==> config.mk <==
export PLATFORM = sky130hd
export DESIGN_NAME = redirect_regs_flat
export DESIGN_NICKNAME = d
export VERILOG_FILES = /design/src/hdl/fetch_ifs.sv /design/src/hdl/redirect_regs.sv /design/src/flat_wrapper.sv
export VERILOG_INCLUDE_DIRS = /design/src /design/src/include
export SDC_FILE = /design/constraint.sdc
export NUM_CORES = 1
export LEC_CHECK = 0
export BUFFER_PORTS_ARGS = -buffer_cell sky130_fd_sc_hd__buf_2
export CAP_MARGIN = 20
export CELL_PAD_IN_SITES_DETAIL_PLACEMENT = 1
export CELL_PAD_IN_SITES_GLOBAL_PLACEMENT = 1
export CORE_UTILIZATION = 32
export CTS_CLUSTER_DIAMETER = 150
export DETAILED_ROUTE_END_ITERATION = 10
export GPL_TIMING_DRIVEN = 0
export PLACE_DENSITY_LB_ADDON = 0.1
export SLEW_MARGIN = 20
export SYNTH_ARGS = -nofsm -noshare
export SYNTH_HDL_FRONTEND = slang
export SYNTH_SLANG_ARGS = --single-unit
==> constraint.sdc <==
create_clock -name clock -period 0.9 [get_ports clock]
set_input_delay 0.135 -clock clock [delete_from_list [all_inputs] [get_ports clock]]
set_output_delay 0.135 -clock clock [all_outputs]
set_load 0.005 [all_outputs]
==> src/include/fetch_macros.svh <==
`ifndef FETCH_MACROS_SVH
`define FETCH_MACROS_SVH

// instruction address width
`define ADDR_W 32

// first fetch address once clear drops
`define RESET_PC 32'h0000_0000

// direct-mapped branch target table size
`define BTAC_ENTRIES 16

// instruction memory depth in 64-bit words
`define ITIM_WORDS 256

`endif

==> src/hdl/fetch_ifs.sv <==
`default_nettype none

`include "fetch_macros.svh"


interface redirect_if;
  logic               trap;
  logic               mret;
  logic [`ADDR_W-1:0] mtvec;
  logic [`ADDR_W-1:0] mepc;

  modport source (output trap, mret, mtvec, mepc);
  modport sink (input trap, mret, mtvec, mepc);
endinterface

`default_nettype wire

==> src/hdl/redirect_regs.sv <==
`default_nettype none

`include "fetch_macros.svh"

module redirect_regs (
  input  logic               clock,
  input  logic               reset,
  input  logic               cfg_write,
  input  logic [`ADDR_W-1:0] cfg_wdata,
  input  logic               trap,
  input  logic               mret,
  input  logic [`ADDR_W-1:0] trap_pc,
  redirect_if.source         redir
);

  logic [`ADDR_W-1:0] mtvec;
  logic [`ADDR_W-1:0] mepc;

  // trap vector, written by the config port
  always_ff @(posedge clock) begin
    if (!reset) begin
      mtvec <= '0;
    end else if (cfg_write) begin
      mtvec <= cfg_wdata;
    end
  end

  // return address of the trapping instruction
  always_ff @(posedge clock) begin
    if (trap) begin
      mepc <= trap_pc;
    end
  end

  // events go straight through, same cycle
  assign redir.trap = trap;

  // a trap in the same cycle overrides the return
  assign redir.mret = mret && !trap;

  assign redir.mtvec = mtvec;
  assign redir.mepc = mepc;

endmodule

`default_nettype wire

==> src/flat_wrapper.sv <==
// flat-port wrapper written by rule: the top's interface ports become plain ports
module redirect_regs_flat 
  (clock, reset, cfg_write, cfg_wdata, trap, mret, trap_pc, redir_trap, redir_mret, redir_mtvec, redir_mepc);
  redirect_if redir_i ();
  input  logic clock;
  input  logic reset;
  input  logic cfg_write;
  input  logic [`ADDR_W-1:0] cfg_wdata;
  input  logic trap;
  input  logic mret;
  input  logic [`ADDR_W-1:0] trap_pc;
  output wire logic [$bits(redir_i.trap)-1:0] redir_trap;
  output wire logic [$bits(redir_i.mret)-1:0] redir_mret;
  output wire logic [$bits(redir_i.mtvec)-1:0] redir_mtvec;
  output wire logic [$bits(redir_i.mepc)-1:0] redir_mepc;
  assign redir_trap = redir_i.trap;
  assign redir_mret = redir_i.mret;
  assign redir_mtvec = redir_i.mtvec;
  assign redir_mepc = redir_i.mepc;
  redirect_regs u_core (.clock(clock), .reset(reset), .cfg_write(cfg_write), .cfg_wdata(cfg_wdata), .trap(trap), .mret(mret), .trap_pc(trap_pc), .redir(redir_i));
endmodule
==> flow_results.org <==
** Clock tree
- Root buffer cell :: sky130_fd_sc_hd__clkbuf_8
- TritonCTS built the clock tree.
- For this design, the sink count on the clock tree is 64.
- The H-tree was split into 3 levels.
- TritonCTS buffer count :: 9
- Clock-pin slew was measured on the worst setup and hold paths at 0.08 ns.
- CTS Buffer Depth :: 2
- For the worst-skew pair, the clock arrives at the later sink with an insertion delay of about 0.33 ns.

** STA
- Clock skew on the completed layout was measured at 0 ns.
- The worst pin sits at a relative slew slack of 74.90%.
- Based on the critical path, the design can be clocked at up to 998.8 MHz.
- Final hold viol count :: 0
- Final Max Tran Viols :: 0
- Post-route fraction of the period consumed by the critical path :: 111.2%
- Post-route setup slack :: -0.1012 ns
- Setup repair after global routing could not meet its margin everywhere.
- Transition at the pin with the smallest max-transition slack :: 0.3765 ns
- Hold slack final :: around 0.059 ns
- Number of setup violations in the final report :: 40
- Final Critical Period :: 1.001 ns

** Global route
- Overall track demand over capacity in global routing :: 16.83%
- Entering global routing, the biggest net connects 35 pins.
- The number of antenna violations at the first check in global routing came to 0.
- The first global-routing pass estimated 9.018 mm of wire.
- Global routing finished with a remaining overflow of 0.
- The number of global-route vias before repair is 1900.

** Power
- Clock power frac :: 36.5%
- Pwr per Cell Area :: 1808 nW/um^2
- Switching power summed over all nets :: 1.517 mW
- The worst-case IR drop observed on VDD is 0.9239 mV.
- Sequential group share of total power :: 51.1%
- Total leakage power :: between 1.5 and 2 nW
- Cell internal power was estimated by the tool at ~5.1 mW.
- Of the total power, the share spent switching nets is 23.03%.
- Of the total power, combinational logic draws 12.4%.

** Yosys
- Post-synthesis share of cell area spent on and, or, nand and nor gates :: 9.306%
- Synthesis instantiated 8 different standard cells from the library.
- Net Count, Synth :: 206
- Fraction of the mapped netlist area in compound gates :: 0%
- Summing the sequential cell areas from Yosys gives 72.19% of the chip area.
- Yosys warning total :: 0
- Each instance of the synthesized netlist takes up on average 16.19 sq um.
- Of the post-synthesis cell area, the part taken by muxes is 14.44%.
- XOR/XNOR share of the synthesized area :: 0%
- After synthesis, the largest family of logic cells by area is multiplexers.
- After Yosys synthesis, full adders, half adders and majority gates account for 0% of the synthesized area.
- The cell area that synthesis handed to floorplanning was about 2200 sq um.
- In this run, synthesis produced a sequential element count of 64.
- Counting every instance in the synthesized netlist gives 137.

** Floorplanning
- For this design the top-level I/O count stands at 135.
- Core outline area :: roughly 6500 sq um
- Once the floorplan was initialized, standard cells occupied 33.97% of the core.
- Die X-Extent :: ~85 microns
- Row count :: 29
- Die height :: between 80 and 90 microns
- Die footprint :: 7269 sq um

** Worst hold path
- Worst hold-check path type :: input port to flip-flop

** Detailed routing
- After detailed routing, the number of remaining DRC violations is 0.
- The first detailed-routing pass ran for 4 iterations.
- The detailed router placed 1729 vias in this run.
- For this block, the routed nets add up to 5.907 mm of wire.
- Dividing the detail-routed wire length by the instance count gives 14.92 microns.
- The count of nets left with antenna violations once routing finished came out at 0.
- In this run, the number of DRC markers left after iteration 0 of detailed routing was 45.
- Using the TritonRoute via totals, the vias-per-cell ratio works out to about 4.4.

** Worst setup path
- The worst setup path is captured at an output port.
- Crit path launch type :: flip-flop
- Slowest stage delay, CP :: 0.39 ns
- The slowest stage of the critical path belongs to the cell sky130_fd_sc_hd__edfxtp_1.
- CP bufs+invs :: 1
- Data arrival at the endpoint of the critical path :: 0.87 ns
- On the critical path the largest part of the delay comes from flip-flops.
- Critical path required time :: 0.76 ns
- The critical path is of the flip-flop to output port type.
- Traced cell by cell, the critical path runs through buf_2.
- Along the worst path, the maximum fanout reaches 1.

** Finish
- Antenna Cells :: 0
- Area growth, synth to finish :: 64.30%
- Ratio of cells with drive above 1 in the final layout :: 58.62%
- After filler insertion, the fill cell instance count of the layout stands at 704.
- At the end of the flow the core is filled with cells to a little under three fifths.
- Post-layout net count :: 383

** Placement
- Final HPWL DP :: 3.881 mm
- IO buf count :: 133
- Weighted congestion reported at the end of routability-driven placement :: 0.6420

** Status
- The checks that failed: setup timing.
- Outcome :: finished with violations

** Run
- Max-capacitance violation count :: 0
==> state kept, by name (all words and copies together) (netlist names) <==
name	cells
u_core.redir.mtvec	32
u_core.redir.mepc	32
==> power groups by stage <==
stage	sequential (mW)	clock [mW]	combinational (mW)
3_3_place_gp	3.39	0	0.644
6_report	3.36	2.41	0.816
2_1_floorplan	3.43	0	0.218
3_5_place_dp	3.40	0	0.658
5_1_grt	3.38	2.65	0.891
4_1_cts	3.36	2.47	0.799
==> final cells by class <==
class	instances	area, sq um	area share (%)
sequential	64	1642	45.04
timing repair buffer	166	1094	30.00
clock inverter	7	72.57	1.991
clock buffer	9	123.9	3.399
tap	77	96.34	2.643
multi-input combinational	65	526.8	14.45
buffer	8	90.09	2.472
==> synthesized netlist by cell type <==
| cell type | instances | area (sq um) |
|---|---|---|
| sky130_fd_sc_hd__buf_6 | 1 | 11.26 |
| sky130_fd_sc_hd__clkbuf_1 | 3 | 11.26 |
| sky130_fd_sc_hd__buf_4 | 1 | 7.510 |
| sky130_fd_sc_hd__mux2i_1 | 32 | 320.3 |
| sky130_fd_sc_hd__dfxtp_1 | 32 | 640.6 |
| sky130_fd_sc_hd__nor2b_1 | 33 | 206.5 |
| sky130_fd_sc_hd__buf_12 | 3 | 60.06 |
| sky130_fd_sc_hd__edfxtp_1 | 32 | 960.9 |
==> layout by cell type (no fill, tap or decap) <==
master | Yosys | routed
sky130_fd_sc_hd__buf_2 | 0 | 117
sky130_fd_sc_hd__nor2b_1 | 33 | 33
sky130_fd_sc_hd__mux2i_1 | 32 | 32
sky130_fd_sc_hd__dlygate4sd3_1 | 0 | 32
sky130_fd_sc_hd__edfxtp_1 | 32 | 32
sky130_fd_sc_hd__dfxtp_2 | 0 | 32
sky130_fd_sc_hd__buf_6 | 1 | 17
sky130_fd_sc_hd__clkbuf_8 | 0 | 9
sky130_fd_sc_hd__buf_12 | 3 | 3
sky130_fd_sc_hd__clkbuf_1 | 3 | 3
sky130_fd_sc_hd__buf_4 | 1 | 2
sky130_fd_sc_hd__clkinvlp_4 | 0 | 2
sky130_fd_sc_hd__clkinv_4 | 0 | 2
sky130_fd_sc_hd__clkinv_2 | 0 | 2
sky130_fd_sc_hd__bufinv_16 | 0 | 1
==> stage by stage <==
step	std cells	setup WS (ns)	TNS [ns]	total power [mW]	instance area, sq um
6_report	396	-0.1012	-2.191	6.590	3645
5_1_grt	396	-0.1574	-4.585	6.929	3645
4_1_cts	396	-0.1073	-3.064	6.628	3595
3_5_place_dp	347	-0.2831	-7.079	4.062	2980
3_3_place_gp	347	-0.2632	-6.521	4.035	2980
2_1_floorplan	137	0.1772	0	3.649	2218
==> kinds of logic (layout without fill, tap and decap cells) <==
logic type / count (synthesis) / count (layout)
buffers and inverters: 8 / 190
DFF: 64 / 64
muxes: 32 / 32
and+or+nand+nor: 33 / 33
==> final timing paths <==
kind                                             start                      to  slack [ns]  depth (start not counted)
worst min-delay path                     cfg_wdata[29]  u_core.redir.mtvec[29]        0.06                          3
worst max-delay path             u_core.redir.mepc[18]          redir_mepc[18]       -0.10                          1
worst min register to register  u_core.redir.mtvec[24]  u_core.redir.mtvec[24]        0.51                          2
worst max register to register  u_core.redir.mtvec[27]  u_core.redir.mtvec[27]        0.18                          3
==> what timing repair did <==
action | 4_1_cts | 5_1_grt
buffers inserted | 1 | 0
hold buffers | 32 | 0
hold endpoints to repair | 32 | 0
setup endpoints to repair | 66 | 64
pin swaps | 0 | 0
resized for setup | 41 | 8
==> layer usage <==
layer | share of wire [%] | vias to the layer above | global-route usage, %
met5 | 0 | - | 0
met4 | 2.8 | 0 | 9.091
met3 | 7.5 | 15 | 4.864
met2 | 52 | 85 | 29.55
met1 | 38 | 802 | 18.37
li1 | - | 827 | -
No activity file was read; power rests on OpenSTA's default activity.
