**config.mk**
```make
export PLATFORM = sky130hd
export DESIGN_NAME = fetch_stage_flat
export DESIGN_NICKNAME = d
export VERILOG_FILES = /design/src/hdl/fetch_pkg.sv /design/src/hdl/fetch_ifs.sv /design/src/hdl/fetch_stage.sv /design/src/flat_wrapper.sv
export VERILOG_INCLUDE_DIRS = /design/src /design/src/include
export SDC_FILE = /design/constraint.sdc
export NUM_CORES = 1
export LEC_CHECK = 0
export BUFFER_PORTS_ARGS = -buffer_cell sky130_fd_sc_hd__buf_2
export CAP_MARGIN = 20
export CORE_AREA = 2 2 167 169
export DETAILED_ROUTE_END_ITERATION = 10
export DIE_AREA = 0 0 169 171
export GPL_ROUTABILITY_DRIVEN = 0
export GPL_TIMING_DRIVEN = 0
export PLACE_DENSITY = 0.45
export SYNTH_ARGS = -nofsm -noshare
export SYNTH_HDL_FRONTEND = slang
export SYNTH_SLANG_ARGS = --single-unit
```
**constraint.sdc**
```tcl
create_clock -name clock -period 5.6 [get_ports clock]
set_clock_uncertainty 0.1 [all_clocks]
set_input_delay 0.56 -clock clock [delete_from_list [all_inputs] [get_ports clock]]
set_output_delay 0.56 -clock clock [all_outputs]
set_load 0.03 [all_outputs]
```
**src/include/fetch_macros.svh**
```systemverilog
`ifndef FETCH_MACROS_SVH
`define FETCH_MACROS_SVH

// instruction address width
`define ADDR_W 32

// first fetch address once clear drops
`define RESET_PC 32'h0000_0000

// direct-mapped branch target table size
`define BTAC_ENTRIES 16

// instruction memory depth in 64-bit words
`define ITIM_WORDS 256

`endif

```
**src/hdl/fetch_pkg.sv**
```systemverilog
`default_nettype none

`include "fetch_macros.svh"

package fetch_pkg;

  // table index sits just above the 8-byte word offset
  localparam int BTAC_IDX_W = $clog2(`BTAC_ENTRIES);
  localparam int BTAC_TAG_W = `ADDR_W - 3 - BTAC_IDX_W;

  // one fetched word, two instruction slots
  typedef union packed {
    logic [63:0] raw;
    struct packed {
      logic [31:0] slot1;
      logic [31:0] slot0;
    } slot;
  } fetch_word_u;

  typedef struct packed {
    logic                  valid;
    logic [BTAC_TAG_W-1:0] tag;
    logic [`ADDR_W-1:0]    target;
  } btac_entry_t;

  typedef enum logic [1:0] {
    idle = 2'd0,
    busy = 2'd1,
    ctrl = 2'd2,
    inv  = 2'd3
  } fetch_state_e;

endpackage

`default_nettype wire

```
**src/hdl/fetch_ifs.sv**
```systemverilog
`default_nettype none

`include "fetch_macros.svh"

interface imem_if;
  import fetch_pkg::*;

  logic               valid;
  logic               spec;
  logic               fence;
  logic [`ADDR_W-1:0] addr;
  logic               ready;
  fetch_word_u        rdata;

  modport fetch (output valid, spec, fence, addr, input ready, rdata);
  modport memory (input valid, spec, fence, addr, output ready, rdata);
endinterface

interface btac_if;
  logic [`ADDR_W-1:0] get_pc;
  logic               stall;
  logic               clear;
  logic               pred_branch;
  logic [`ADDR_W-1:0] pred_target;
  logic               pred_miss;
  logic [`ADDR_W-1:0] pred_maddr;

  modport fetch (
    output get_pc, stall, clear,
    input  pred_branch, pred_target, pred_miss, pred_maddr
  );
  modport tbl (
    input  get_pc, stall, clear,
    output pred_branch, pred_target, pred_miss, pred_maddr
  );
endinterface

interface redirect_if;
  logic               trap;
  logic               mret;
  logic [`ADDR_W-1:0] mtvec;
  logic [`ADDR_W-1:0] mepc;

  modport source (output trap, mret, mtvec, mepc);
  modport sink (input trap, mret, mtvec, mepc);
endinterface

`default_nettype wire

```
**src/hdl/fetch_stage.sv**
```systemverilog
`default_nettype none

`include "fetch_macros.svh"

module fetch_stage (
  input  logic               clock,
  input  logic               reset,
  input  logic               halt,
  input  logic               clear,
  input  logic               fence,
  input  logic [`ADDR_W-1:0] fence_npc,
  imem_if.fetch              mem,
  btac_if.fetch              pred,
  redirect_if.sink           redir,
  output logic               fetch_valid,
  output logic               fetch_taken,
  output logic [`ADDR_W-1:0] fetch_pc,
  output logic [`ADDR_W-1:0] fetch_target,
  output logic [31:0]        fetch_instr0,
  output logic [31:0]        fetch_instr1
);
  import fetch_pkg::*;

  fetch_state_e       state_q;
  fetch_state_e       state_d;
  logic [`ADDR_W-1:0] pc_q;
  logic [`ADDR_W-1:0] pc_d;
  logic               req;
  logic               redirect;
  logic               fence_sel;
  logic               spec_q;
  logic               fence_q;
  logic [`ADDR_W-1:0] addr_q;
  logic               taken_q;
  logic [`ADDR_W-1:0] target_q;

  // one request per cycle unless halted, idle also waits for clear
  always_comb begin
    case (state_q)
      idle: req = !clear && !halt;
      default: req = !halt;
    endcase
  end

  // next pc, fixed priority
  always_comb begin
    pc_d = pc_q;
    redirect = 1'b1;
    fence_sel = 1'b0;
    if (redir.trap) begin
      pc_d = redir.mtvec;
    end else if (redir.mret) begin
      pc_d = redir.mepc;
    end else if (pred.pred_miss) begin
      pc_d = pred.pred_maddr;
    end else if (fence) begin
      pc_d = fence_npc;
      fence_sel = 1'b1;
    end else begin
      redirect = 1'b0;
      if (pred.pred_branch) begin
        pc_d = pred.pred_target;
      end else if (req) begin
        pc_d = pc_q + `ADDR_W'd8;
      end
    end
  end

  always_comb begin
    state_d = state_q;
    case (state_q)
      idle: begin
        if (req) begin
          state_d = busy;
        end
      end
      // ctrl and inv last only while the dropped word drains
      busy, ctrl, inv: begin
        state_d = busy;
      end
    endcase
    // word asked for this cycle is stale, drop it next cycle
    if (req && redirect) begin
      state_d = fence_sel ? inv : ctrl;
    end
  end

  always_ff @(posedge clock) begin
    if (!reset) begin
      state_q <= idle;
      pc_q <= `RESET_PC;
      spec_q <= 1'b0;
      fence_q <= 1'b0;
    end else begin
      state_q <= state_d;
      pc_q <= pc_d;
      // flags ride on the first request to the new address
      if (redirect) begin
        spec_q <= 1'b1;
        fence_q <= fence_sel;
      end else if (req) begin
        spec_q <= pred.pred_branch;
        fence_q <= 1'b0;
      end
    end
  end

  // label for the word coming back next cycle
  always_ff @(posedge clock) begin
    if (req) begin
      addr_q <= pc_q;
      taken_q <= pred.pred_branch;
      target_q <= pred.pred_target;
    end
  end

  assign mem.valid = req;
  assign mem.addr = pc_q;
  assign mem.spec = spec_q;
  assign mem.fence = fence_q;

  assign pred.get_pc = pc_q;
  assign pred.stall = !req;
  assign pred.clear = clear;

  // words landing in ctrl/inv or under a redirect are dropped
  assign fetch_valid = mem.ready && (state_q == busy) && !redirect;
  assign fetch_taken = fetch_valid && taken_q;
  assign fetch_pc = addr_q;
  assign fetch_target = target_q;
  assign fetch_instr0 = mem.rdata.slot.slot0;
  assign fetch_instr1 = mem.rdata.slot.slot1;

endmodule

`default_nettype wire

```
**src/flat_wrapper.sv**
```systemverilog
// flat-port wrapper written by rule: the top's interface ports become plain ports
module fetch_stage_flat import fetch_pkg::*;
  (clock, reset, halt, clear, fence, fence_npc, fetch_valid, fetch_taken, fetch_pc, fetch_target, fetch_instr0, fetch_instr1, mem_valid, mem_spec, mem_fence, mem_addr, mem_ready, mem_rdata, pred_get_pc, pred_stall, pred_clear, pred_pred_branch, pred_pred_target, pred_pred_miss, pred_pred_maddr, redir_trap, redir_mret, redir_mtvec, redir_mepc);
  imem_if mem_i ();
  btac_if pred_i ();
  redirect_if redir_i ();
  input  logic clock;
  input  logic reset;
  input  logic halt;
  input  logic clear;
  input  logic fence;
  input  logic [`ADDR_W-1:0] fence_npc;
  output logic fetch_valid;
  output logic fetch_taken;
  output logic [`ADDR_W-1:0] fetch_pc;
  output logic [`ADDR_W-1:0] fetch_target;
  output logic [31:0] fetch_instr0;
  output logic [31:0] fetch_instr1;
  output wire logic [$bits(mem_i.valid)-1:0] mem_valid;
  output wire logic [$bits(mem_i.spec)-1:0] mem_spec;
  output wire logic [$bits(mem_i.fence)-1:0] mem_fence;
  output wire logic [$bits(mem_i.addr)-1:0] mem_addr;
  input wire logic [$bits(mem_i.ready)-1:0] mem_ready;
  input wire logic [$bits(mem_i.rdata)-1:0] mem_rdata;
  output wire logic [$bits(pred_i.get_pc)-1:0] pred_get_pc;
  output wire logic [$bits(pred_i.stall)-1:0] pred_stall;
  output wire logic [$bits(pred_i.clear)-1:0] pred_clear;
  input wire logic [$bits(pred_i.pred_branch)-1:0] pred_pred_branch;
  input wire logic [$bits(pred_i.pred_target)-1:0] pred_pred_target;
  input wire logic [$bits(pred_i.pred_miss)-1:0] pred_pred_miss;
  input wire logic [$bits(pred_i.pred_maddr)-1:0] pred_pred_maddr;
  input wire logic [$bits(redir_i.trap)-1:0] redir_trap;
  input wire logic [$bits(redir_i.mret)-1:0] redir_mret;
  input wire logic [$bits(redir_i.mtvec)-1:0] redir_mtvec;
  input wire logic [$bits(redir_i.mepc)-1:0] redir_mepc;
  assign mem_valid = mem_i.valid;
  assign mem_spec = mem_i.spec;
  assign mem_fence = mem_i.fence;
  assign mem_addr = mem_i.addr;
  assign mem_i.ready = mem_ready;
  assign mem_i.rdata = mem_rdata;
  assign pred_get_pc = pred_i.get_pc;
  assign pred_stall = pred_i.stall;
  assign pred_clear = pred_i.clear;
  assign pred_i.pred_branch = pred_pred_branch;
  assign pred_i.pred_target = pred_pred_target;
  assign pred_i.pred_miss = pred_pred_miss;
  assign pred_i.pred_maddr = pred_pred_maddr;
  assign redir_i.trap = redir_trap;
  assign redir_i.mret = redir_mret;
  assign redir_i.mtvec = redir_mtvec;
  assign redir_i.mepc = redir_mepc;
  fetch_stage u_core (.clock(clock), .reset(reset), .halt(halt), .clear(clear), .fence(fence), .fence_npc(fence_npc), .mem(mem_i), .pred(pred_i), .redir(redir_i), .fetch_valid(fetch_valid), .fetch_taken(fetch_taken), .fetch_pc(fetch_pc), .fetch_target(fetch_target), .fetch_instr0(fetch_instr0), .fetch_instr1(fetch_instr1));
endmodule
```
==> run_results.csv <==
group,metric,value,unit
placed_design,dpl.cell_count,1311,
cts,clock_tree.buffer_depth,2,
floorplan,ioPinCount,433,
routing,number_of_drc_violations_after_detailed_routing,0,
cts,clkLatencyLatePin,0.37,ns
timing,final_hold_viol_count,0,
worst_hold_path,hold_depth,1,
yosys,yosys_register_bits,101,
timing,period_utilization,65.6,%
layout,fillerInstances,2939,
yosys,yosys_warnings,0,
layout,post_route_cells_drive_above_1_share,51.8,%
cts,clk_transition_reported_paths,0.08,ns
power,sequentialPowerShare,40.5,%
cts,ctsRootBufferMaster,"sky130_fd_sc_hd__clkbuf_16",
timing,final.setup.tns,0,ns
outcome,outcome,"completed",
cts,clkSinkCount,101,
routing,num_vias,6325,
placed_design,dp_hpwl,23500,um
timing,layout_min_cycle_time,3.67,ns
worst_setup_path,worst_r2r_path_depth,6,
worst_setup_path,critical_path_peak_fanout,10,
yosys,dominantRegCellSynth,"sky130_fd_sc_hd__edfxtp_1",
cts,h-tree-depth,3,
routing,drt_wl_total,30000,um
cts,cts_tree,"yes",
routing,number_of_antenna_violating_nets_in_the_routed_design,0,
yosys,yosys.cell_types.count,71,
placed_design,buffer_ports.inserted,367,
floorplan,core_area,27300,sq um
cts,postCtsResizedCells,0,
power,power.switching,0.791,mW
layout,finalNetCount,1211,
global_route,first_global_vias,5862,
timing,finalMaxSlewViolations,0,
timing,timing_worst_slew_pin_value,1.04,ns
power,total_power_density_per_cell_area,263,nW/um^2
timing,setup-violations-final,0,
run,max_cap_viol_count,0,
cts,cts-hold-fix-buffers,0,
worst_hold_path,hold_path.class,"in -> reg",
power,power.ir.vdd_worst,124,uV
worst_setup_path,start_kind,"input pin",
floorplan,chip_height,171,um
cts,tritoncts.num_buffers,9,
floorplan,placement_rows,61,
yosys,post_synth_arst_share,0,%
power,total_power,2.25,mW
layout,non_filler_instances,1330,
yosys,synth_largest_type_area_fraction,33.1,%
worst_setup_path,cp.arrival,3.01,ns
worst_setup_path,crit_required,4.94,ns
timing,rsz0062_at_grt,"false",
yosys,seq_area_frac_synth,45.4,%
power,clock_power_share,31.9,%
yosys,post_synth.cell_area_avg,9.90,sq um
layout,finalCoreUtilization,31.3,%
power,cellLeakagePower,3.90,nW
power,combinationalPowerShare,27.6,%
yosys,synth_enable_flop_cells,65,
global_route,grt_max_degree,32,
timing,max_slew_margin,30.4,%
timing,max_freq,272,MHz
global_route,grt_antenna_before_repair,6,
yosys,syn_inst,595,
yosys,synth_area_leaders,"sky130_fd_sc_hd__edfxtp_1, sky130_fd_sc_hd__buf_4, sky130_fd_sc_hd__dfxtp_1",
floorplan,initial_core_util,21.5,%
global_route,grt_overflow_total,0,
power,cell_internal_pwr,1.45,mW
routing,vias_per_cell,4.76,
timing,whs,0.280,ns
worst_setup_path,crit_path_end_kind,"output port",
routing,drt-wirelength-per-cell,22.6,um
yosys,netlist_area,5890,sq um
global_route,grt_usage,19.5,%
floorplan,die-width,169,um
routing,drt_first_pass_iters,5,
global_route,first_pass_grt_wire_length,40000,um
cts,post_cts.repair.setup_buffers,0,
power,p_sw_share,35.2,%
yosys,synth.net_count,830,
yosys,synth.largest_area_cell,"sky130_fd_sc_hd__edfxtp_1",
worst_setup_path,timing.setup.critical_path_class,"in -> out",
routing,detail_route.iter0.violations,400,
floorplan,fp.dieArea,28900,sq um
layout,areaGrowthSynthToFinish,45.1,%
through the flow:
step | instance area, sq um | worst slack (ns)
after global routing | 8540 | 1.76
after CTS | 8540 | 1.94
after floorplan | 5890 | 1.44
final | 8540 | 1.93
after detailed placement | 8220 | 1.96
after global placement | 8160 | -0.0943
per-layer routing:
layer,track usage (%),wire length (um)
met1,21.7,11400
met4,8.10,889
met3,3.91,2050
met2,36.3,15600
met5,0,40
cells by family after synthesis:
family                     Yosys count  share of synthesized area [%]
AOI/OAI and AO/OA                  175                           20.9
xor gates and xnor gates             6                          0.892
adders and majority gates            1                          0.212
buffers and inverters              144                           16.0
DFF                                101                           45.4
muxes                                7                           1.19
and+or+nand+nor                    161                           15.4
power by group through the flow:
stage               clock, mW  combinational (mW)  sequential, mW
global route            0.748               0.659           0.917
CTS                     0.731               0.626           0.910
global placement            0               0.617           0.928
finish                  0.717               0.620           0.908
detailed placement          0               0.624           0.926
floorplan                   0               0.290            1.01
flip-flops by register name, summed over array words and instances, names as in the netlist:
register	count
u_core.mem.addr	32
u_core.state_q	2
u_core.fetch_pc	32
u_core.mem.fence	1
u_core.taken_q	1
u_core.mem.spec	1
u_core.fetch_target	32
worst paths after layout:
path	from	to	slack (ns)
setup reg to reg	u_core.state_q[0]	u_core.mem.addr[9]	3.00
hold / removal	pred_pred_target[11]	u_core.fetch_target[11]	0.28
hold reg to reg	u_core.mem.addr[0]	u_core.fetch_pc[0]	0.43
setup / recovery	fence	fetch_taken	1.93
layout make-up:
| cell class | instances | area [sq um] | share of cell area [%] |
|---|---|---|---|
| flip-flops and latches | 101 | 2670 | 31.3 |
| multi-input cells | 350 | 2280 | 26.7 |
| repair buffers | 370 | 1890 | 22.1 |
| plain buffers | 133 | 901 | 10.5 |
| well taps | 346 | 433 | 5.07 |
| clock buffers | 11 | 253 | 2.96 |
| clock inverters | 5 | 65.1 | 0.762 |
| inverters | 11 | 41.3 | 0.483 |
| diodes | 3 | 7.51 | 0.0879 |
synth_stat cells (all sizes together), types with 6 or more instances:
library cell and n:
nand3 15, nor2 30, and3 6, nand2 40, nor3 10, nand4 9
mux2i 7, buf 104, o31ai 10, o21ai 15, o22ai 32, a221o 6
a221oi 8, a21oi 36, nor4 7, and4 6, inv 10, dfxtp 36
clkbuf 29, a22oi 6, a222oi 8, edfxtp 65, a31oi 10, and2 7
o211ai 8
critical path: stages:
cell and delay [ns]:
sky130_fd_sc_hd__buf_2 0.13, sky130_fd_sc_hd__clkbuf_1 0.35, sky130_fd_sc_hd__nor2_1 0.90, sky130_fd_sc_hd__nand2_1 0.21, sky130_fd_sc_hd__nor3_1 0.46, sky130_fd_sc_hd__and2_1 0.19, sky130_fd_sc_hd__buf_2 0.20
placed cells by master (no fill, tap or decap), types with 4 or more instances in the layout:
master | synthesis | routed
sky130_fd_sc_hd__clkbuf_1 | 27 | 27
sky130_fd_sc_hd__a31oi_1 | 10 | 10
sky130_fd_sc_hd__nand2_1 | 40 | 40
sky130_fd_sc_hd__o22ai_1 | 32 | 32
sky130_fd_sc_hd__and3_1 | 6 | 6
sky130_fd_sc_hd__a221o_1 | 6 | 6
sky130_fd_sc_hd__inv_1 | 10 | 10
sky130_fd_sc_hd__o211ai_1 | 7 | 7
sky130_fd_sc_hd__a22oi_1 | 6 | 6
sky130_fd_sc_hd__nor3_1 | 10 | 10
sky130_fd_sc_hd__clkbuf_8 | 2 | 4
sky130_fd_sc_hd__or3_1 | 4 | 4
sky130_fd_sc_hd__mux2i_1 | 7 | 7
sky130_fd_sc_hd__nand3_1 | 13 | 13
sky130_fd_sc_hd__nor3b_1 | 4 | 4
sky130_fd_sc_hd__nor2b_1 | 4 | 4
sky130_fd_sc_hd__a22o_1 | 4 | 4
sky130_fd_sc_hd__a21oi_1 | 36 | 36
sky130_fd_sc_hd__and2_1 | 7 | 7
sky130_fd_sc_hd__xnor2_1 | 4 | 4
sky130_fd_sc_hd__edfxtp_1 | 65 | 65
sky130_fd_sc_hd__buf_2 | 5 | 373
sky130_fd_sc_hd__nor2_1 | 30 | 29
sky130_fd_sc_hd__dfxtp_1 | 36 | 36
sky130_fd_sc_hd__a221oi_1 | 8 | 8
sky130_fd_sc_hd__and4_1 | 4 | 4
sky130_fd_sc_hd__a222oi_1 | 8 | 8
sky130_fd_sc_hd__o31ai_1 | 10 | 10
sky130_fd_sc_hd__buf_4 | 98 | 98
sky130_fd_sc_hd__a21o_1 | 4 | 4
sky130_fd_sc_hd__nor4_1 | 4 | 4
sky130_fd_sc_hd__nand4_1 | 9 | 9
sky130_fd_sc_hd__or4_1 | 4 | 4
sky130_fd_sc_hd__clkbuf_16 | 0 | 9
sky130_fd_sc_hd__o21ai_0 | 15 | 15
Power figures use the tool's default switching activity.
