===== src/include/fetch_macros.svh =====
`ifndef FETCH_MACROS_SVH
`define FETCH_MACROS_SVH

// instruction address width
`define ADDR_W 32

// first fetch address once clear drops
`define RESET_PC 32'h0000_0000

// direct-mapped branch target table size
`define BTAC_ENTRIES 16

// instruction memory depth in 64-bit words
`define ITIM_WORDS 256

`endif


===== src/hdl/fetch_pkg.sv =====
`default_nettype none

`include "fetch_macros.svh"

package fetch_pkg;

  // table index sits just above the 8-byte word offset
  localparam int BTAC_IDX_W = $clog2(`BTAC_ENTRIES);
  localparam int BTAC_TAG_W = `ADDR_W - 3 - BTAC_IDX_W;

  // one fetched word, two instruction slots
  typedef union packed {
    logic [63:0] raw;
    struct packed {
      logic [31:0] slot1;
      logic [31:0] slot0;
    } slot;
  } fetch_word_u;

  typedef struct packed {
    logic                  valid;
    logic [BTAC_TAG_W-1:0] tag;
    logic [`ADDR_W-1:0]    target;
  } btac_entry_t;

  typedef enum logic [1:0] {
    idle = 2'd0,
    busy = 2'd1,
    ctrl = 2'd2,
    inv  = 2'd3
  } fetch_state_e;

endpackage

`default_nettype wire


===== src/hdl/fetch_ifs.sv =====
`default_nettype none

`include "fetch_macros.svh"


interface btac_if;
  logic [`ADDR_W-1:0] get_pc;
  logic               stall;
  logic               clear;
  logic               pred_branch;
  logic [`ADDR_W-1:0] pred_target;
  logic               pred_miss;
  logic [`ADDR_W-1:0] pred_maddr;

  modport fetch (
    output get_pc, stall, clear,
    input  pred_branch, pred_target, pred_miss, pred_maddr
  );
  modport tbl (
    input  get_pc, stall, clear,
    output pred_branch, pred_target, pred_miss, pred_maddr
  );
endinterface


`default_nettype wire


===== src/hdl/btac.sv =====
`default_nettype none

`include "fetch_macros.svh"

module btac (
  input  logic               clock,
  input  logic               reset,
  input  logic               resolve_valid,
  input  logic               resolve_taken,
  input  logic               resolve_pred_taken,
  input  logic [`ADDR_W-1:0] resolve_pc,
  input  logic [`ADDR_W-1:0] resolve_npc,
  input  logic [`ADDR_W-1:0] resolve_target,
  input  logic [`ADDR_W-1:0] resolve_pred_target,
  btac_if.tbl                lookup
);
  import fetch_pkg::*;

  btac_entry_t           entries [`BTAC_ENTRIES];
  btac_entry_t           hit_entry;
  logic [BTAC_IDX_W-1:0] get_idx;
  logic [BTAC_TAG_W-1:0] get_tag;
  logic [BTAC_IDX_W-1:0] upd_idx;
  logic [BTAC_TAG_W-1:0] upd_tag;
  logic                  tag_match;
  logic                  target_differs;

  // index above the word offset, tag is everything above the index
  assign get_idx = lookup.get_pc[3 +: BTAC_IDX_W];
  assign get_tag = lookup.get_pc[`ADDR_W-1 -: BTAC_TAG_W];
  assign upd_idx = resolve_pc[3 +: BTAC_IDX_W];
  assign upd_tag = resolve_pc[`ADDR_W-1 -: BTAC_TAG_W];

  assign hit_entry = entries[get_idx];
  assign tag_match = hit_entry.valid && (hit_entry.tag == get_tag);

  // quiet while fetch is not requesting or held in clear
  assign lookup.pred_branch = tag_match && !lookup.stall && !lookup.clear;
  assign lookup.pred_target = hit_entry.target;

  // miss check on the resolved branch
  assign target_differs = resolve_target != resolve_pred_target;
  assign lookup.pred_miss = resolve_valid &&
                            ((resolve_taken != resolve_pred_taken) ||
                             (resolve_taken && target_differs));

  // recovery address
  assign lookup.pred_maddr = resolve_taken ? resolve_target : resolve_npc;

  always_ff @(posedge clock) begin
    if (!reset) begin
      for (int i = 0; i < `BTAC_ENTRIES; i++) begin
        entries[i].valid <= 1'b0;
      end
    end else if (resolve_valid) begin
      // not taken invalidates the slot
      entries[upd_idx].valid <= resolve_taken;
      entries[upd_idx].tag <= upd_tag;
      entries[upd_idx].target <= resolve_target;
    end
  end

endmodule

`default_nettype wire


===== src/flat_wrapper.sv =====
// flat-port wrapper written by rule: the top's interface ports become plain ports
module btac_flat import fetch_pkg::*;
  (clock, reset, resolve_valid, resolve_taken, resolve_pred_taken, resolve_pc, resolve_npc, resolve_target, resolve_pred_target, lookup_get_pc, lookup_stall, lookup_clear, lookup_pred_branch, lookup_pred_target, lookup_pred_miss, lookup_pred_maddr);
  btac_if lookup_i ();
  input  logic clock;
  input  logic reset;
  input  logic resolve_valid;
  input  logic resolve_taken;
  input  logic resolve_pred_taken;
  input  logic [`ADDR_W-1:0] resolve_pc;
  input  logic [`ADDR_W-1:0] resolve_npc;
  input  logic [`ADDR_W-1:0] resolve_target;
  input  logic [`ADDR_W-1:0] resolve_pred_target;
  input wire logic [$bits(lookup_i.get_pc)-1:0] lookup_get_pc;
  input wire logic [$bits(lookup_i.stall)-1:0] lookup_stall;
  input wire logic [$bits(lookup_i.clear)-1:0] lookup_clear;
  output wire logic [$bits(lookup_i.pred_branch)-1:0] lookup_pred_branch;
  output wire logic [$bits(lookup_i.pred_target)-1:0] lookup_pred_target;
  output wire logic [$bits(lookup_i.pred_miss)-1:0] lookup_pred_miss;
  output wire logic [$bits(lookup_i.pred_maddr)-1:0] lookup_pred_maddr;
  assign lookup_i.get_pc = lookup_get_pc;
  assign lookup_i.stall = lookup_stall;
  assign lookup_i.clear = lookup_clear;
  assign lookup_pred_branch = lookup_i.pred_branch;
  assign lookup_pred_target = lookup_i.pred_target;
  assign lookup_pred_miss = lookup_i.pred_miss;
  assign lookup_pred_maddr = lookup_i.pred_maddr;
  btac u_core (.clock(clock), .reset(reset), .resolve_valid(resolve_valid), .resolve_taken(resolve_taken), .resolve_pred_taken(resolve_pred_taken), .resolve_pc(resolve_pc), .resolve_npc(resolve_npc), .resolve_target(resolve_target), .resolve_pred_target(resolve_pred_target), .lookup(lookup_i));
endmodule

===== config.mk =====
export PLATFORM = sky130hd
export DESIGN_NAME = btac_flat
export DESIGN_NICKNAME = d
export VERILOG_FILES = /design/src/hdl/fetch_pkg.sv /design/src/hdl/fetch_ifs.sv /design/src/hdl/btac.sv /design/src/flat_wrapper.sv
export VERILOG_INCLUDE_DIRS = /design/src /design/src/include
export SDC_FILE = /design/constraint.sdc
export NUM_CORES = 1
export LEC_CHECK = 0
export BUFFER_PORTS_ARGS = -buffer_cell sky130_fd_sc_hd__clkbuf_2
export CAP_MARGIN = 20
export CORE_ASPECT_RATIO = 0.75
export CORE_MARGIN = 5
export CORE_UTILIZATION = 40
export DETAILED_ROUTE_END_ITERATION = 6
export GPL_ROUTABILITY_DRIVEN = 0
export SLEW_MARGIN = 25
export SYNTH_ARGS = -nofsm -noshare
export SYNTH_HDL_FRONTEND = slang
export SYNTH_SLANG_ARGS = --single-unit

===== constraint.sdc =====
create_clock -name clock -period 5.35 [get_ports clock]
set_clock_uncertainty 0.2 [all_clocks]
set_input_delay 0.2675 -clock clock [delete_from_list [all_inputs] [get_ports clock]]
set_output_delay 0.2675 -clock clock [all_outputs]
set_load 0.02 [all_outputs]

==> results.md, run 1 <==
- Outcome: complete, no violations
- Max reg flops: 928
- CTS tree: yes
- Final wirelength: 88400 um
- Vert. Die Dim: 272 um
- DP Worst Slack: 0.732 ns
- Core area: 90000 um2
- Initial DRC count: 1926
- Total number of H-tree levels: 3
- Commonest non-fill, non-tap cell in the layout: edfxtp_1
- Final worst-path cycle share: 0.847
- CP cell instances: clkbuf_2 > clkinv_2 > mux2i_1 > mux2i_1 > xor2_1 > nor4_1 > buf_4 > o2111ai_1 > nor4_2 > clkbuf_2
- Worst setup EP type: primary output
- Top delay family on crit path: buffers and inverters
- Max IR drop VDD: 283 uV
- Grt total ovfl: 0
- Root Driver: clkbuf_16
- Static leakage: 0.0138 uW
- Die area: 97400 um2
- Max Fclk: 0.221 GHz
- Mapped cell area: 36500 um2
- Syn Nets: 1806
- PnR worst setup slack: 0.821 ns
- Vias in the first global route: 18828
- Syn Area/Cell: 22.3 um2
- Buf+Inv Stages, Crit Path: 4
- Seq pwr share: 0.532
- Crit path time final: 4.53 ns
- Synthesis-to-finish area growth: 17.5%
- Max-cap violations: 0
- Clock Sink Count: 928
- Reg with most FFs: u_core.entries
- Number of synthesized flops with an enable pin: 912
- Hold-fix buffers, CTS: 60
- Post-Route Utilization: 0.476
- Slew @ Worst Pin: 1.03 ns
- Largest net degree at the start of global routing: 105
- Setup-failing EPs final: 0
- Power Density: 354 nW/um2
- Seq/Total Area, Yosys: 0.759
- Switching Share: 0.216
- Crit path kind: input pin to primary output
- Clock slew at reported path FFs: 0.06 ns
- Placed Area: 39300 um2
- Initial antenna violation count: 5
- # DRC: 0
- DR pass1 iterations: 5
- Row cnt: 95
- Slowest cell on crit path: clkinv_2
- Crit path largest cell delay: 0.81 ns
- Internal cell power: 11900 uW
- Clock Power Share: 0.403
- Slew margin rel.: 0.313
- Routed len/inst: 27.0 um
- Die Wd: 359 um
- Comb power frac: 0.065
- Initial Util: 0.405
- Max clock buf depth: 3
- Worst Hold Class: input pin to flop
- Worst path required time: 4.88 ns
- Crit path arrival time: 4.06 ns
- Layout Nets: 2148
- Setup TNS: 0 ns
- CP max FO: 23
- Most frequent cells in the layout: 912 x edfxtp_1, 250 x mux4_2, 223 x clkbuf_2
- Final Hold Fails: 0
- Synth Warn #: 0
- Unrepaired setup endpoints after global routing: no
- P_sw: 3280 uW
- Final instance area: 42900 um2
- First-pass GRT wire length: 129000 um
- Syn Inst Count: 1639
- Post-DP HPWL: 48500 um
- Detail-routed via count per cell: 5.54
- I/O pin total: 233
- Post-cts sizing count: 0
- Synth cell types: 54
- # Post-CTS Setup Buffers: 0
- Via count: 18102
- Port Buffer Count: 226
- Clk_lat worst skew: 0.64 ns
- Cts bufs inserted: 92
- Total power: 15200 uW
- Startpoint Class: input pin
- Share of cells above drive strength 1: 0.354
- Remaining antenna violation count after routing: 0
- Gr usage total: 0.180
- Final count of pins violating max slew: 0
- Flop and latch count out of synthesis: 928
- Post-synth top flop: edfxtp_1
- Filler cells: 7392
- Share of flip-flops with an asynchronous set or reset: 0
- Biggest regs: u_core.entries: 928 flops
==> worst register-to-register path, delay by kind of cell, from the launching register on <==
family / cells / cell delay, ns
flops: 1 / 0.35
compound gates: 1 / 0.17
simple gates: 1 / 0.07
==> power groups by stage <==
| stage | sequential (uW) | clock [uW] | combinational [uW] |
|---|---|---|---|
| 2_1_floorplan | 8240 | 0 | 555 |
| 3_3_place_gp | 8240 | 0 | 940 |
| 3_5_place_dp | 8240 | 0 | 956 |
| 4_1_cts | 8090 | 6260 | 997 |
| 5_1_grt | 8090 | 6590 | 1050 |
| 6_report | 8090 | 6120 | 984 |
==> worst paths after layout <==
check / to / slack [ns] / depth (start not counted) / start
worst max-delay path: lookup_pred_branch / 0.82 / 10 / lookup_get_pc[6]
worst min-delay path: u_core.entries[5][40] / 0.18 / 3 / resolve_pc[5]
worst max register to register: u_core.entries[6][57] / 4.49 / 2 / u_core.entries[6][57]
worst min register to register: u_core.entries[13][57] / 0.27 / 2 / u_core.entries[13][57]
==> synth_stat cells, types with 4 or more instances <==
cell / count / area (um2)
xnor2_1: 19 / 166
edfxtp_1: 912 / 27400
mux2_2: 51 / 574
a21oi_1: 11 / 55.1
nor4_1: 7 / 43.8
mux4_2: 250 / 5630
xor2_1: 34 / 298
clkbuf_1: 20 / 75.1
o21ai_0: 30 / 150
nor2_1: 22 / 82.6
o2111ai_1: 6 / 52.6
a211oi_1: 6 / 45.0
a31oi_1: 4 / 25.0
nor3_1: 9 / 45.0
mux2i_1: 41 / 410
buf_4: 12 / 90.1
o221ai_1: 5 / 43.8
inv_1: 8 / 30.0
nand4_1: 7 / 43.8
buf_2: 32 / 160
buf_1: 14 / 52.6
nand2b_1: 8 / 50.1
o22ai_1: 6 / 37.5
dfxtp_1: 16 / 320
or3_1: 5 / 31.3
nand2_1: 60 / 225
==> per-layer routing <==
layer  share of wire  vias to the layer above  wire length [um]  GRT usage
met5         0.00024                        -                21          0
met4           0.017                        4              1520     0.0378
met3           0.063                      120              5590     0.0305
met2            0.47                      631             41800      0.281
met1            0.45                     9730             39400      0.271
li1                -                     7617                 -          -
==> per-stage QoR <==
step | instances | hold WS (ns)
2_1_floorplan | 1639 | 0.166
3_3_place_gp | 3036 | 0.251
3_5_place_dp | 3037 | 0.259
4_1_cts | 3266 | 0.174
5_1_grt | 3268 | 0.196
6_report | 3270 | 0.181
==> final cells by class <==
type / instances / area [um2] / share of cell area
antenna: 2 / 5.00 / 0.000117
clock buffer: 111 / 2410 / 0.0563
clock inverter: 58 / 463 / 0.0108
inverter: 10 / 38.8 / 0.000905
multi-input combinational: 620 / 8450 / 0.197
sequential: 928 / 27700 / 0.646
tap: 1212 / 1520 / 0.0354
timing repair buffer: 329 / 2260 / 0.0528
==> cells by family after synthesis <==
| kind of cell | after synthesis | synth area share |
|---|---|---|
| flops | 928 | 0.759 |
| mux | 342 | 0.181 |
| simple gates | 135 | 0.0174 |
| buf+inv | 91 | 0.0126 |
| compound gates | 90 | 0.0166 |
| xor+xnor | 53 | 0.0127 |
No activity file was read; power rests on OpenSTA's default activity.
==> run 2: changes to the inputs <==
==> constraint.sdc (replaced) <==
create_clock -name clock -period 4.11 [get_ports clock]
set_clock_uncertainty 0.2 [all_clocks]
set_input_delay 0.2055 -clock clock [delete_from_list [all_inputs] [get_ports clock]]
set_output_delay 0.2055 -clock clock [all_outputs]
set_load 0.02 [all_outputs]
==> run 2 against run 1 <==
Power increased by 31%. Largest power group unchanged. Worst hold slack got worse by 0.094 ns. Via count increased by 0.36%. Critical path type is now flop to primary output.
==> results.md, run 2 (synthesis results as in run 1) <==
- Most frequent CP cell: o2111ai_1
- P_sw: 4260 uW (was 3280 uW)
- # placed instances: 3047 (was 3037)
- Reg2reg setup slack: 3.28 ns (was 4.49 ns)
- Slowest cell on crit path: mux4_2 (was clkinv_2)
- Port Buffer Count: 226 (unchanged)
- Post-DP HPWL: 49400 um (was 48500 um)
- Worst Hold Class: input pin to flop (unchanged)
- First-pass GRT wire length: 130000 um (was 129000 um)
- Core area: 90000 um2 (unchanged)
- CTS tree: yes (unchanged)
- Startpoint Class: flop (was input pin)
- CP cell instances: mux4_2 > mux2_2 > a221oi_1 > o2111ai_1 > nor3_1 > o2111ai_1 > nor4_2 > clkbuf_2 (was clkbuf_2 > clkinv_2 > mux2i_1 > mux2i_1 > xor2_1 > nor4_1 > buf_4 > o2111ai_1 > nor4_2 > clkbuf_2)
- Clock Power Share: 0.408 (was 0.403)
- Crit path time final: 3.92 ns
- Die area: 97400 um2 (unchanged)
- I/O pin total: 233 (unchanged)
- Critical R2R Capture: u_core.entries[14][57] (was u_core.entries[6][57])
- Buf+Inv Stages, Crit Path: 1 (was 4)
- Root Driver: clkbuf_16 (unchanged)
- Via count: 18167 (was 18102)
- Initial antenna violation count: 5 (unchanged)
- Switching Share: 0.213 (was 0.216)
- Die Wd: 359 um (unchanged)
- Power Density: 464 nW/um2 (was 354 nW/um2)
- Internal cell power: 15700 uW (was 11900 uW)
- Max-cap violations: 0 (unchanged)
- Seq pwr share: 0.527 (was 0.532)
- Total number of H-tree levels: 3 (unchanged)
- Row cnt: 95 (unchanged)
- Layout Nets: 2156 (was 2148)
- Slew margin rel.: 0.340 (was 0.313)
- Outcome: complete, no violations (unchanged)
- Unrepaired setup endpoints after global routing: no (unchanged)
- Max Fclk: 0.255 GHz
- Post-Route Utilization: 0.478 (was 0.476)
- Worst hold start: resolve_pc[5] (unchanged)
- Initial Util: 0.405 (unchanged)
- Synthesis-to-finish area growth: 17.9% (was 17.5%)
- CP max FO: 2 (was 23)
- Fin cells: 3276 (was 3270)
- Routed len/inst: 27.2 um (was 27.0 um)
- Vias in the first global route: 18982 (was 18828)
- R2r startpoint: u_core.entries[14][57] (was u_core.entries[6][57])
- Clock slew at reported path FFs: 0.06 ns (about the same)
- Final count of pins violating max slew: 0 (unchanged)
- Top delay family on crit path: compound AO/OA/AOI/OAI gates (was buffers and inverters)
- Crit path arrival time: 3.51 ns (was 4.06 ns)
- Final worst-path cycle share: 0.953
- # DRC: 0 (unchanged)
- Gr usage total: 0.182 (was 0.180)
- Final Hold Fails: 0 (unchanged)
- Filler cells: 7327 (was 7392)
- R2R cell count: 2 (unchanged)
- Biggest regs: u_core.entries: 928 flops (unchanged)
- Clk_lat worst skew: 0.63 ns (was 0.64 ns)
- Crit path kind: flop to primary output (was input pin to primary output)
- Worst setup EP type: primary output (unchanged)
- Vert. Die Dim: 272 um (unchanged)
- Crit path largest cell delay: 0.48 ns (was 0.81 ns)
- Most frequent cells in the layout: 912 x edfxtp_1, 250 x mux4_2, 222 x clkbuf_2 (was 912 x edfxtp_1, 250 x mux4_2, 223 x clkbuf_2)
- Hold depth: 3 (unchanged)
- DR pass1 iterations: 5 (unchanged)
- Max reg flops: 928 (unchanged)
- Clock Sink Count: 928 (unchanged)
- Post-cts sizing count: 0 (unchanged)
- Worst path required time: 3.70 ns (was 4.88 ns)
- Final wirelength: 89100 um (was 88400 um)
- Reg with most FFs: u_core.entries (unchanged)
- Share of cells above drive strength 1: 0.357 (was 0.354)
- Setup-failing EPs final: 0 (unchanged)
- Worst hold path endpoint: u_core.entries[5][1] (was u_core.entries[5][40])
- Initial DRC count: 1719 (was 1926)
- Max IR drop VDD: 282 uV (was 283 uV)
- Comb power frac: 0.065 (about the same)
- Remaining antenna violation count after routing: 0 (unchanged)
- Commonest non-fill, non-tap cell in the layout: edfxtp_1 (unchanged)
- Slew @ Worst Pin: 0.990 ns (was 1.03 ns)
- Max clock buf depth: 3 (unchanged)
- Static leakage: 0.0139 uW (was 0.0138 uW)
- Grt total ovfl: 0 (unchanged)
- Detail-routed via count per cell: 5.55 (was 5.54)
- Largest net degree at the start of global routing: 95 (was 105)
- Cts bufs inserted: 92 (unchanged)
run 2: repair_timing:
action / CTS / global route
endpoints found under the hold margin: 933 / 0
hold buffers: 60 / 0
setup buffers: 0 / 0
run 2: metal layers:
layer / GRT usage / up-vias / part of all wire / wire length, um
met2: 0.286 / 651 / 0.48 / 42800
li1: - / 7630 / - / -
met3: 0.0332 / 123 / 0.063 / 5620
met1: 0.269 / 9759 / 0.44 / 39100
met5: 0 / - / 0.00024 / 21
met4: 0.0373 / 4 / 0.018 / 1570
run 2: layout make-up:
class	instances	area (um2)	share of cell area
well taps	1212	1520	0.0353
repair buffers	337	2370	0.0550
clock inverters	56	532	0.0124
flip-flops and latches	928	27700	0.644
diodes	4	10.0	0.000233
clock buffers	109	2390	0.0555
multi-input cells	620	8450	0.197
inverters	10	38.8	0.000902
run 2: worst max path at each step:
stage	startpoint	endpoint	slack (ns)	depth (start not counted)
CTS	u_core.entries[7][37]	lookup_pred_branch	0.15	8
detailed placement	lookup_get_pc[5]	lookup_pred_branch	0.32	10
finish	u_core.entries[7][37]	lookup_pred_branch	0.19	8
floorplan	reset	u_core.entries[2][57]	-0.03	5
global route	u_core.entries[7][37]	lookup_pred_branch	0.04	8
global placement	lookup_get_pc[5]	lookup_pred_branch	0.28	10
run 2: metrics by stage:
| stage | hold WS (ns) | instance area [um2] | TNS [ns] | power (uW) | worst slack, ns |
|---|---|---|---|---|---|
| after CTS | 0.0553 | 43000 | 0 | 20200 | 0.154 |
| after global placement | 0.251 | 39500 | 0 | 11900 | 0.278 |
| final | 0.0875 | 43000 | 0 | 20000 | 0.191 |
| after global routing | 0.102 | 43000 | 0 | 20600 | 0.0371 |
| after detailed placement | 0.261 | 39500 | 0 | 12000 | 0.322 |
| after floorplan | 0.104 | 36500 | -0.0568 | 11400 | -0.0284 |
run 2: power by group through the flow:
stage / sequential (uW) / combinational [uW] / clock, uW
2_1_floorplan: 10700 / 722 / 0
3_3_place_gp: 10700 / 1230 / 0
3_5_place_dp: 10700 / 1250 / 0
4_1_cts: 10500 / 1310 / 8340
5_1_grt: 10500 / 1380 / 8740
6_report: 10500 / 1290 / 8150
run 2: worst min-delay path: cells and delay by family:
family,cells,cell delay [ns]
buffers and inverters,1,0.11
AND/OR/NAND/NOR,2,0.41
